`src/sccb_pkg.sv`:
```
package sccb_pkg;

    // one data or address byte on the wire
    typedef logic [7:0] sccb_byte_t;
    typedef logic [6:0] dev_id_t;

    localparam dev_id_t CAM_DEV_ID = 7'h30; // 0x60 write / 0x61 read on the wire

    // sccb clock timing, 50 MHz in
    localparam int SCCB_HALF_CYCLES = 62; // ~400 kHz
    typedef logic [$clog2(SCCB_HALF_CYCLES)-1:0] half_cnt_t;
    localparam half_cnt_t HALF_CNT_LAST  = half_cnt_t'(SCCB_HALF_CYCLES - 1);
    localparam half_cnt_t SCCB_MID_CYCLE = half_cnt_t'(SCCB_HALF_CYCLES / 2 - 1);

    typedef logic [2:0] bit_cnt_t; // bit position within a byte

    // register addresses from here up are refused by the camera model
    localparam sccb_byte_t NACK_REG_MIN = 8'hF0;

    typedef struct packed {
        logic       rw;       // 1 = read
        sccb_byte_t reg_addr;
        sccb_byte_t wr_data;
        logic       start;    // single cycle request
    } sccb_cmd_t;

    typedef struct packed {
        sccb_byte_t reg_addr;
        sccb_byte_t data;
    } init_entry_t;

    localparam int INIT_LEN = 6;
    typedef logic [$clog2(INIT_LEN)-1:0] init_idx_t;
    localparam init_idx_t INIT_LAST = init_idx_t'(INIT_LEN - 1);

    // sensor bank setup written once after reset
    localparam init_entry_t INIT_TABLE [INIT_LEN] = '{
        '{8'h12, 8'h40},  // com7, svga mode
        '{8'h11, 8'h01},  // clkrc prescaler
        '{8'h17, 8'h11},  // hstart
        '{8'h18, 8'h75},  // hstop
        '{8'h32, 8'h36},  // reg32, href lsbs
        '{8'h19, 8'h01}   // vstart
    };

    typedef enum logic [3:0] {
        IDLE, START, SEND_BYTE, CHECK_ACK, RESTART, RECV_BYTE, SEND_NA, STOP, DONE
    } ctrl_state_t;

endpackage

```
`src/sccb_clk_gen.sv`:
```
`timescale 1ns/1ns

module sccb_clk_gen import sccb_pkg::*; (
    input  logic clk,
    input  logic rst_n,
    output logic scl_lvl_o,  // free running sccb clock level
    output logic mid_stb_o   // one pulse mid low phase
);

    half_cnt_t cnt_q;  // position within the current half period

    // half period counter, level flips on terminal count
    always_ff @(posedge clk or negedge rst_n) begin
        if (!rst_n) begin
            cnt_q     <= '0;
            scl_lvl_o <= 1'b1;  // bus idles high
        end else begin
            if (cnt_q == HALF_CNT_LAST) begin
                cnt_q     <= '0;
                scl_lvl_o <= ~scl_lvl_o;
            end else begin
                cnt_q <= cnt_q + 1'b1;
            end
        end
    end

    // data change point, only while the clock is low
    always_ff @(posedge clk or negedge rst_n) begin
        if (!rst_n) begin
            mid_stb_o <= 1'b0;
        end else begin
            mid_stb_o <= (cnt_q == SCCB_MID_CYCLE) && !scl_lvl_o;
        end
    end

    // note: strobe lands one cycle after the compare hits,
    // still well inside the low half

endmodule

```
`config.mk`:
```
export PLATFORM = sky130hd
export DESIGN_NAME = sccb_clk_gen
export DESIGN_NICKNAME = d
export VERILOG_FILES = /design/src/sccb_pkg.sv /design/src/sccb_clk_gen.sv
export SDC_FILE = /design/constraint.sdc
export NUM_CORES = 1
export LEC_CHECK = 0
export BUFFER_PORTS_ARGS = -buffer_cell sky130_fd_sc_hd__buf_2
export CAP_MARGIN = 20
export CORE_AREA = 4 4 41 43
export CTS_CLUSTER_DIAMETER = 120
export DETAILED_ROUTE_END_ITERATION = 8
export DIE_AREA = 0 0 45 47
export GPL_TIMING_DRIVEN = 0
export PLACE_DENSITY = 0.46
export SLEW_MARGIN = 20
export SYNTH_ARGS = -nofsm -noshare
export SYNTH_HDL_FRONTEND = slang
export SYNTH_SLANG_ARGS = --single-unit
```
`constraint.sdc`:
```
create_clock -name clk -period 1.7 [get_ports clk]
set_input_delay 0.34 -clock clk [delete_from_list [all_inputs] [get_ports clk]]
set_output_delay 0.34 -clock clk [all_outputs]
set_load 0.02 [all_outputs]
```
==> flow_summary.ini <==
[sta]
slew_violations = 0
tightest_slew_ns = 0.220
final.setup.worst_slack_ns = 0.350
hold_violations = 0
period_needed_ns = 1.35
fin_skew_ns = 0.00418
fin_tns_setup_ns = 0
setup_viol = 0
rsz0062_at_grt = false
relSlewSlack_pct = 85.1
fmax_ghz = 0.741
period_share_pct = 79.4

[drt]
route.detailed.drc = 0
vias = 226
wirelength_um = 638
ant_nets = 0
wl_per_cell_um = 11.8
first_pass_iters = 3
drt-initial-drc-count = 2
vias_per_cell = 4.19

[yosys]
synth.net_count = 36
synth_area_per_cell_um2 = 12.9
ys_warn_count = 0
syn_area_um2 = 400
synth_common_cells = dfrtp_1 (7), nor2_1 (5), ha_1 (3)
synth_most_common_cell = dfrtp_1
syn_inst = 31
synth-edff-count = 0
ys.flop_type = dfrtp_1
ys_ff_latch = 8
netlist_top_cells_area = dfrtp_1 (44%), ha_1 (9.4%), dfstp_2 (6.6%), nor2_8 (5.0%), nor2_1 (4.7%)
yosys.area.top_type = dfrtp_1
yosys.area.top_type_share_pct = 43.8
post_synth_num_cell_types = 16
synth-seq-area-share_pct = 50.3
async_flop_share_pct = 100

[setup_path]
startpoint_type = register
cpMaxStageDelayCell = dfstp_2
path_buf_inv = 1
critPathArrivalTime_ns = 1.01
worstPathRequired_ns = 1.36
path_depth = 1
crit_fanout = 3
critical_path_class = register to output pin
reg2reg_slack_ns = 0.50
critPathCaptureType = output pin
path_delay_family = flip-flops
max_stage_delay_ns = 0.58
reg2reg_to = scl_lvl_o
r2r_start = cnt_q[1]
crit_chain = buf_2
reg2regPathDepth = 5

[placement]
hpwl_um = 472
port_buffers = 3
gp_congestion = 0.626
post-place-ws_ns = 0.503

[floorplanning]
die_w_um = 45
core-area_um2 = 1300
die_h_um = 47
row_count = 13
initial_core_util_pct = 30.8
die_area_um2 = 2120
ios = 4

[clocking]
clk_pin_slew_ns = 0.06
clockRootBuffer = clkbuf_4
cts.sinks = 8
cts_tree = done
h-tree-depth = 1
cts_buffers = 3
cts_buffer_depth = 2
clkLatencyLatePin_ns = 0.25
cts_resized = 0

[flow_run]
drv_cap = 0

[hold_path]
min_path_type = primary input to asynchronous set/reset pin

[cells_and_area]
ff_latch_area_um2 = 201
nFillCells = 133
area_growth_syn_to_layout_pct = 17.5
multiInputGateArea_um2 = 191
fin_nets = 45
drive_above_1_share_pct = 30.8
antennaDiodeCount = 0

[grt]
grt_pass1_wl_mm = 1.10
grt_overflow_total = 0
grt_max_degree = 9
grt_use_total_pct = 8.05
grt_pass1_vias = 228
antenna_found_initial = 0

[outcome]
status = finished, final reports clean

[power]
p_per_area_nw_per_um2 = 758
leakagePower_nw = 0.209
vdd_drop_max_mv = 0.404
where the power goes:
part	switching, mW	total [mW]	internal, mW
clock	0.0699	0.160	0.0901
combinational	0.00372	0.00606	0.00234
sequential	0	0.191	0.191
total	0.0736	0.357	0.283
sequential cells by signal, summed over array words and instances (netlist names):
signal     flops
mid_stb_o      1
scl_lvl_o      1
cnt_q          6
worst max path at each step:
stage                         start   endpoint  slack, ns
final                     scl_lvl_o  scl_lvl_o       0.35
after global routing      scl_lvl_o  scl_lvl_o       0.33
after CTS                 scl_lvl_o  scl_lvl_o       0.34
after detailed placement   cnt_q[1]  scl_lvl_o       0.50
after global placement     cnt_q[1]  scl_lvl_o       0.53
after floorplan            cnt_q[1]  scl_lvl_o       0.61
area by class of cell:
class	instances	share of cell area [%]
Tap cell	15	3.99
Sequential cell	8	42.8
Multi-Input combinational cell	21	40.7
Clock buffer	4	5.59
Inverter	2	1.60
Timing Repair Buffer	4	5.32
cells by family after synthesis:
logic type	count (synthesis)	share of synthesized area, %
simple gates	11	21.2
xor+xnor	4	10.6
buf+inv	2	1.88
fa+ha+maj	3	9.38
flops	8	50.3
compound gates	3	6.56
through the flow:
step	util (%)	power [mW]	hold WS [ns]	std cells	area (um2)
2_1_floorplan	-	0.194	0.0444	31	400
3_3_place_gp	33.4	0.198	0.188	49	434
3_5_place_dp	33.4	0.199	0.192	49	434
4_1_cts	36.2	0.362	0.450	54	470
5_1_grt	36.2	0.370	0.457	54	470
6_report	36.2	0.357	0.448	54	470
routing by layer:
metal / global-route usage [%] / vias to the layer above / part of all wire [%]
met5: 0 / - / 0
met2: 9.60 / 3 / 47
met4: 8.77 / 0 / 1.7
li1: - / 117 / -
met3: 2.30 / 2 / 5.0
met1: 10.7 / 104 / 45
timing repair:
item	in CTS	in global routing
setup buffers	0	0
hold buffers	1	0
hold endpoints to repair	7	0
placed cells by master (no fill, tap or decap), types with 2 or more instances in the layout:
cell type,n
nor2_1,5
inv_1,2
buf_2,3
nand3_1,2
ha_1,3
dfrtp_1,7
xor2_1,2
clkbuf_4,3
worst reg2reg max path: cells and delay by family (launching register included):
family / cells / cell delay, ns
xor gates and xnor gates: 1 / 0.14
adders and majority gates: 1 / 0.17
and+or+nand+nor: 2 / 0.30
buffers and inverters: 1 / 0.11
DFF: 1 / 0.42
No activity file was read; power rests on OpenSTA's default activity.
