--- src/sccb_pkg.sv ---
package sccb_pkg;

    // one data or address byte on the wire
    typedef logic [7:0] sccb_byte_t;
    typedef logic [6:0] dev_id_t;

    localparam dev_id_t CAM_DEV_ID = 7'h30; // 0x60 write / 0x61 read on the wire

    // sccb clock timing, 50 MHz in
    localparam int SCCB_HALF_CYCLES = 62; // ~400 kHz
    typedef logic [$clog2(SCCB_HALF_CYCLES)-1:0] half_cnt_t;
    localparam half_cnt_t HALF_CNT_LAST  = half_cnt_t'(SCCB_HALF_CYCLES - 1);
    localparam half_cnt_t SCCB_MID_CYCLE = half_cnt_t'(SCCB_HALF_CYCLES / 2 - 1);

    typedef logic [2:0] bit_cnt_t; // bit position within a byte

    // register addresses from here up are refused by the camera model
    localparam sccb_byte_t NACK_REG_MIN = 8'hF0;

    typedef struct packed {
        logic       rw;       // 1 = read
        sccb_byte_t reg_addr;
        sccb_byte_t wr_data;
        logic       start;    // single cycle request
    } sccb_cmd_t;

    typedef struct packed {
        sccb_byte_t reg_addr;
        sccb_byte_t data;
    } init_entry_t;

    localparam int INIT_LEN = 6;
    typedef logic [$clog2(INIT_LEN)-1:0] init_idx_t;
    localparam init_idx_t INIT_LAST = init_idx_t'(INIT_LEN - 1);

    // sensor bank setup written once after reset
    localparam init_entry_t INIT_TABLE [INIT_LEN] = '{
        '{8'h12, 8'h40},  // com7, svga mode
        '{8'h11, 8'h01},  // clkrc prescaler
        '{8'h17, 8'h11},  // hstart
        '{8'h18, 8'h75},  // hstop
        '{8'h32, 8'h36},  // reg32, href lsbs
        '{8'h19, 8'h01}   // vstart
    };

    typedef enum logic [3:0] {
        IDLE, START, SEND_BYTE, CHECK_ACK, RESTART, RECV_BYTE, SEND_NA, STOP, DONE
    } ctrl_state_t;

endpackage

--- src/sccb_init_seq.sv ---
`timescale 1ns/1ns

module sccb_init_seq import sccb_pkg::*; (
    input  logic      clk,
    input  logic      rst_n,
    input  sccb_cmd_t host_cmd_i,
    input  logic      ctrl_busy_i,
    input  logic      ctrl_done_i,
    input  logic      ctrl_ack_err_i,
    output sccb_cmd_t ctrl_cmd_o,
    output logic      init_done_o,
    output logic      busy_o,
    output logic      done_o,
    output logic      ack_error_o
);

    init_idx_t idx_q;        // current table entry
    logic      issue_q;      // start pulse for the current entry
    logic      init_done_q;
    logic      fin_q;        // single pulse as init ends
    logic      err_sticky;   // any nack during init
    logic      host_seen;    // a host command has been accepted
    logic      host_start;

    // host start only once init is over and the controller is free
    assign host_start = init_done_q & host_cmd_i.start & ~ctrl_busy_i;

    always_ff @(posedge clk or negedge rst_n) begin
        if (!rst_n) begin
            idx_q       <= '0;
            issue_q     <= 1'b1;  // entry 0 goes out right after reset
            init_done_q <= 1'b0;
            fin_q       <= 1'b0;
            err_sticky  <= 1'b0;
            host_seen   <= 1'b0;
        end else begin
            issue_q <= 1'b0;
            fin_q   <= 1'b0;
            if (!init_done_q && ctrl_done_i) begin
                err_sticky <= err_sticky | ctrl_ack_err_i;
                if (idx_q == INIT_LAST) begin
                    init_done_q <= 1'b1;  // stays set until reset
                    fin_q       <= 1'b1;
                end else begin
                    idx_q   <= idx_q + 1'b1;
                    issue_q <= 1'b1;  // next entry the cycle after done
                end
            end
            if (host_start) host_seen <= 1'b1;
        end
    end

    // table writes during init, host commands afterwards
    always_comb begin
        ctrl_cmd_o = host_cmd_i;
        if (init_done_q) begin
            ctrl_cmd_o.start = host_start;
        end else begin
            ctrl_cmd_o.rw       = 1'b0;
            ctrl_cmd_o.reg_addr = INIT_TABLE[idx_q].reg_addr;
            ctrl_cmd_o.wr_data  = INIT_TABLE[idx_q].data;
            ctrl_cmd_o.start    = issue_q;
        end
    end

    assign init_done_o = init_done_q;
    assign busy_o      = ~init_done_q | ctrl_busy_i;

    // per entry done pulses stay hidden, one done for the whole init
    assign done_o = fin_q | (init_done_q & ctrl_done_i);

    // init result held until the host issues its first command
    assign ack_error_o = host_seen ? ctrl_ack_err_i : err_sticky;

endmodule

--- config.mk ---
export PLATFORM = sky130hd
export DESIGN_NAME = sccb_init_seq
export DESIGN_NICKNAME = d
export VERILOG_FILES = /design/src/sccb_pkg.sv /design/src/sccb_init_seq.sv
export SDC_FILE = /design/constraint.sdc
export NUM_CORES = 1
export LEC_CHECK = 0
export BUFFER_PORTS_ARGS = -buffer_cell sky130_fd_sc_hd__buf_2
export CAP_MARGIN = 10
export CORE_UTILIZATION = 39
export CTS_CLUSTER_DIAMETER = 150
export CTS_CLUSTER_SIZE = 40
export DETAILED_ROUTE_END_ITERATION = 10
export PLACE_DENSITY = 0.79
export RECOVER_POWER = 25
export SLEW_MARGIN = 10
export SYNTH_ARGS = -nofsm -noshare
export SYNTH_HDL_FRONTEND = slang
export SYNTH_SLANG_ARGS = --single-unit
--- constraint.sdc ---
create_clock -name clk -period 1.7 [get_ports clk]
set_input_delay 0.17 -clock clk [delete_from_list [all_inputs] [get_ports clk]]
set_output_delay 0.17 -clock clk [all_outputs]
set_load 0.005 [all_outputs]
==> results.yml, run 1 <==
clock_tree:
  cts_tree: "built"
  clock-root-buffer: "clkbuf_4"
  clkTransAtPathRegs_ns: 0.06
  cts_buffers: 3
  clock_latency_ns: 0.25
  numClockSinks: 8
  cts_max_level: 1
  clk_path_buf_depth: 2
power_and_ir_drop:
  p_sw_share_pct: 40.4
  combPwrFrac_pct: 54.6
  intPower_mw: 0.654
  clkPwrFrac_pct: 13.8
  p_total_mw: 1.10
  switchingPower_mw: 0.444
  vdd_drop_max_uv: 867
  power_frac_seq_pct: 31.6
  power.density_nw_per_um2: 1200
  p_leak_nw: 0.516
placed_design:
  gp_congestion: 0.772
  place_hpwl_mm: 1.03
  port_buffers: 44
  placed_cells: 132
cells_and_area:
  drive_gt1_share_pct: 46.8
  fin_cells: 140
  nFillCells: 129
  ff_latch_area_um2: 203
  nets: 152
  antenna_cells: 0
  fin_util_pct: 60.5
  multi_input_area_um2: 378
  area_growth_pct: 44.4
worst_setup_path:
  cp-end-kind: "output pin"
  worstPathRequired_ns: 1.53
  cp-start-kind: "flip-flop"
  crit_fanout: 9
  path_class: "reg2out"
  arrival_ns: 1.46
routing:
  avgViaCountPerCell: 4.66
  dr.pass1.iters: 1
  ant_nets: 0
  via_count: 652
  drc_errors: 0
  wl_per_cell_um: 9.79
  routed_wl_mm: 1.37
  first_iter_violations: 0
synth:
  synth_cell_type_count: 26
  syn_area_per_cell_um2: 8.42
  ys_seq_elements: 8
  synth_nets: 102
  synth_warnings: 0
  synth_top_cell_by_area: "dfrtp_1"
  yosys-top-cells-area: "dfrtp_1 (28%), ha_1 (7.9%), nand2_1 (7.7%)"
  ys_seq_area_share_pct: 31.9
  synthCells: 75
  synth_top_area_share_pct: 27.7
  synth_area_um2: 632
die:
  core_area_um2: 1510
  dieHeight_um: 42.3
  die-width_um: 42.3
  pin_count: 45
  rows: 14
  die_area_um2: 1790
  start_util_pct: 41.9
sta:
  setup_viol: 0
  slew_viol_final: 0
  max_freq_ghz: 0.612
  clock_skew_ns: 0.0112
  fin_crit_sh_pct: 96.1
  max_slew_margin_pct: 71.8
  worst_pin_slew_ns: 0.423
  layout_min_cycle_time_ns: 1.63
  tns_ns: 0
  hold_viol: 0
job:
  max_cap_violations: 0
global_routing:
  grt_max_degree: 18
  antenna_found_initial: 0
  grt_pass1_wl_mm: 1.87
  first_global_vias: 468
  grt_overflow_total: 0
  grt_util_all_layers_pct: 14.3
run_status:
  outcome: "finished clean"
worst_hold_path:
  hp-class: "in2reg"
==> cell type report <==
| type | instances | share of cell area, % |
|---|---|---|
| inverters | 5 | 2.06 |
| flip-flops and latches | 8 | 22.2 |
| repair buffers | 50 | 29.2 |
| clock buffers | 4 | 2.88 |
| well taps | 16 | 2.19 |
| multi-input cells | 57 | 41.4 |
==> Yosys cell counts (all sizes together) <==
cell and count:
o21ai 10, o31ai 1, nand3b 1, a31o 1, a31oi 1, and2 5
mux2i 2, xnor2 1, dfrtp 7, nand2b 5, nand2 14, buf 5
mux2 2, a21o 4, dfstp 1, a21oi 2, nor2b 3, inv 5
ha 4, nor2 1
==> state kept, by name, indices dropped and copies added (netlist names) <==
| signal | cells |
|---|---|
| init_done_o | 1 |
| issue_q | 1 |
| fin_q | 1 |
| err_sticky | 1 |
| idx_q | 3 |
| host_seen | 1 |
==> logic make-up after synthesis <==
logic type / after synthesis / share of synthesized area (%)
AND/OR/NAND/NOR: 29 / 25.3
AO/OA/AOI/OAI: 19 / 17.8
flip-flops: 8 / 31.9
adder cells (fa/ha/maj): 4 / 7.92
multiplexers: 4 / 7.33
buffers and inverters: 10 / 8.32
XOR/XNOR: 1 / 1.39
==> power by group through the flow <==
stage          Clock (mW)  Sequential (mW)  Combinational, mW
5_1_grt             0.174            0.360              0.662
4_1_cts             0.162            0.351              0.545
3_3_place_gp            0            0.342              0.521
6_report            0.151            0.347              0.600
2_1_floorplan           0            0.285              0.431
3_5_place_dp            0            0.351              0.540
==> placed cells by master (no fill, tap or decap), types with 2 or more instances in the layout <==
master,instances
buf_2,43
nand2_1,13
o21ai_0,7
dfrtp_1,6
inv_1,5
and2_1,5
nand2b_1,5
buf_4,5
a21o_1,4
ha_1,4
o21ai_1,3
clkbuf_4,3
a21oi_1,2
mux2i_1,2
nor2b_1,2
clkbuf_1,2
==> layer usage <==
| metal | global-route usage [%] | up-vias | routed length (µm) |
|---|---|---|---|
| met5 | 0 | - | 0 |
| li1 | - | 344 | - |
| met4 | 9.38 | 0 | 15 |
| met2 | 24.9 | 25 | 676 |
| met1 | 14.5 | 281 | 571 |
| met3 | 4.31 | 2 | 107 |
==> through the flow <==
stage | hold slack (ns) | instance area, µm² | worst slack (ns)
3_3_place_gp | 0.0183 | 853 | 0.291
4_1_cts | 0.137 | 891 | 0.0199
2_1_floorplan | -0.126 | 632 | 0.413
3_5_place_dp | 0.0193 | 853 | 0.221
6_report | 0.146 | 912 | 0.0658
5_1_grt | 0.152 | 912 | -0.0199
==> path summary, 6_finish.rpt <==
path	startpoint	end	cells past startpoint	slack, ns
worst max-delay path	idx_q[0]	ctrl_cmd_o[9]	5	0.07
min in group asynchronous	rst_n	fin_q	2	0.38
max in group asynchronous	rst_n	issue_q	2	0.98
worst max register to register	idx_q[0]	idx_q[1]	5	0.25
worst min-delay path	ctrl_ack_err_i	err_sticky	2	0.15
worst min register to register	err_sticky	err_sticky	1	0.45
==> repair_timing <==
action                                  4_1_cts  5_1_grt
buffers inserted                              0        3
pin swaps                                     0        0
hold endpoints to repair                      8        0
gates resized for setup                       1        0
endpoints found under the setup margin        2        2
hold buffers                                  1        0
==> worst max-delay path, cell delays in order (launching register included) <==
cell,delay (ns)
dfrtp_2,0.45
inv_1,0.09
ha_1,0.34
mux2i_1,0.14
o21ai_1,0.07
buf_2,0.12
(Power assumes the default switching activity.)
==> run 2: changes to the inputs <==
--- a/config.mk
+++ b/config.mk
@@ -12,7 +12,7 @@
 export CTS_CLUSTER_SIZE = 40
 export DETAILED_ROUTE_END_ITERATION = 10
 export PLACE_DENSITY = 0.79
-export RECOVER_POWER = 25
+export RECOVER_POWER = 50
 export SLEW_MARGIN = 10
 export SYNTH_ARGS = -nofsm -noshare
 export SYNTH_HDL_FRONTEND = slang
==> results.yml, run 2 (synthesized netlist as in run 1, its figures left out) <==
worst_setup_path:
  crit_fanout: 9
  cp-start-kind: "flip-flop"
  cp_cell_sequence: "inv_1, ha_1, mux2i_1, o21ai_1, buf_2"
  cp-end-kind: "output pin"
  critPathSlowestCell: "dfrtp_2"
  path_class: "reg2out"
  worstPathRequired_ns: 1.53
  arrival_ns: 1.46
  critPathMaxStageDelay_ns: 0.45
die:
  pin_count: 45
  start_util_pct: 41.9
  dieHeight_um: 42.3
  die_area_um2: 1790
  core_area_um2: 1510
  die-width_um: 42.3
  rows: 14
clock_tree:
  numClockSinks: 8
  clock-root-buffer: "clkbuf_4"
  cts_max_level: 1
  cts_tree: "built"
  clk_path_buf_depth: 2
  clkTransAtPathRegs_ns: 0.06
  clock_latency_ns: 0.25
  cts_buffers: 3
power_and_ir_drop:
  p_leak_nw: 0.511
  intPower_mw: 0.652
  power_frac_seq_pct: 31.5
  switchingPower_mw: 0.443
  combPwrFrac_pct: 54.6
  clkPwrFrac_pct: 13.9
  p_sw_share_pct: 40.5
  power.density_nw_per_um2: 1210
  vdd_drop_max_uv: 869
routing:
  ant_nets: 0
  wl_per_cell_um: 9.83
  routed_wl_mm: 1.38
  avgViaCountPerCell: 4.71
  dr.pass1.iters: 3
  first_iter_violations: 1
  drc_errors: 0
  via_count: 659
cells_and_area:
  fin_util_pct: 60.0
  ff_latch_area_um2: 203
  layout_commonest_cell: "buf_2"
  regMostFlops: "idx_q"
  area_growth_pct: 43.2
  antenna_cells: 0
  final_cell_mix: "buf_2 (43), nand2_1 (13), o21ai_0 (7), dfrtp_1 (6)"
  nets: 152
  multi_input_area_um2: 370
  nFillCells: 131
  largest_reg_flops: 3
  drive_gt1_share_pct: 46.0
job:
  max_cap_violations: 0
sta:
  hold_viol: 0
  setup_viol: 0
  tns_ns: 0
  max_freq_ghz: 0.612
  slew_viol_final: 0
  max_slew_margin_pct: 71.9
  fin_crit_sh_pct: 96.2
  worst_pin_slew_ns: 0.421
  layout_min_cycle_time_ns: 1.63
  clock_skew_ns: 0.0111
worst_hold_path:
  hp-class: "in2reg"
global_routing:
  first_global_vias: 468
  grt_pass1_wl_mm: 1.87
  antenna_found_initial: 0
  grt_overflow_total: 0
  grt_util_all_layers_pct: 14.3
  grt_max_degree: 18
placed_design:
  gp_congestion: 0.772
  port_buffers: 44
  place_hpwl_mm: 1.03
run_status:
  outcome: "finished clean"
-- run 2: final timing paths --
check	start	end	slack [ns]	depth (start not counted)
max	idx_q[0]	ctrl_cmd_o[9]	0.07	5
min	ctrl_ack_err_i	err_sticky	0.14	2
max reg2reg	idx_q[0]	idx_q[1]	0.24	5
min reg2reg	err_sticky	err_sticky	0.45	1
max in group asynchronous	rst_n	issue_q	0.99	2
min in group asynchronous	rst_n	fin_q	0.37	2
-- run 2: final cells by class --
cell class              count  share of cell area, %
multi-input cells          57                   40.9
repair buffers             50                   29.5
flip-flops and latches      8                   22.4
clock buffers               4                   2.90
well taps                  16                   2.21
inverters                   5                   2.07
-- run 2: layer usage --
metal  global-route usage, %  up-vias  share of wire, %
met5                       0        -                 0
met4                    9.38        0               2.3
met3                    4.31        4               8.4
met2                    24.9       27                47
met1                    14.5      284                42
li1                        -      344                 -
-- run 2: critical path, delay by kind of cell, from the launching register on --
kind | cells | cell delay [ns]
flops | 1 | 0.45
compound gates | 1 | 0.07
mux | 1 | 0.14
fa+ha+maj | 1 | 0.34
buf+inv | 2 | 0.21
-- run 2: metrics by stage --
step	worst slack [ns]	cells	power [mW]	instance area, µm²	hold slack, ns
after floorplan	0.413	75	0.716	632	-0.126
after global placement	0.291	132	0.863	853	0.0183
after detailed placement	0.221	132	0.891	853	0.0193
after CTS	0.0199	137	1.06	891	0.137
after global routing	-0.0199	140	1.19	905	0.152
final	0.0654	140	1.10	905	0.145
-- run 2: timing repair --
item,in CTS,in global routing
buffers inserted,0,3
setup endpoints to repair,2,2
gates resized for setup,1,0
hold buffers,1,0
hold endpoints to repair,8,0
-- run 2: power groups by stage --
stage          registers, mW  clock network (mW)  logic [mW]
6_report               0.345               0.152       0.598
2_1_floorplan          0.285                   0       0.431
5_1_grt                0.357               0.174       0.659
3_3_place_gp           0.342                   0       0.521
3_5_place_dp           0.351                   0       0.540
4_1_cts                0.351               0.162       0.545
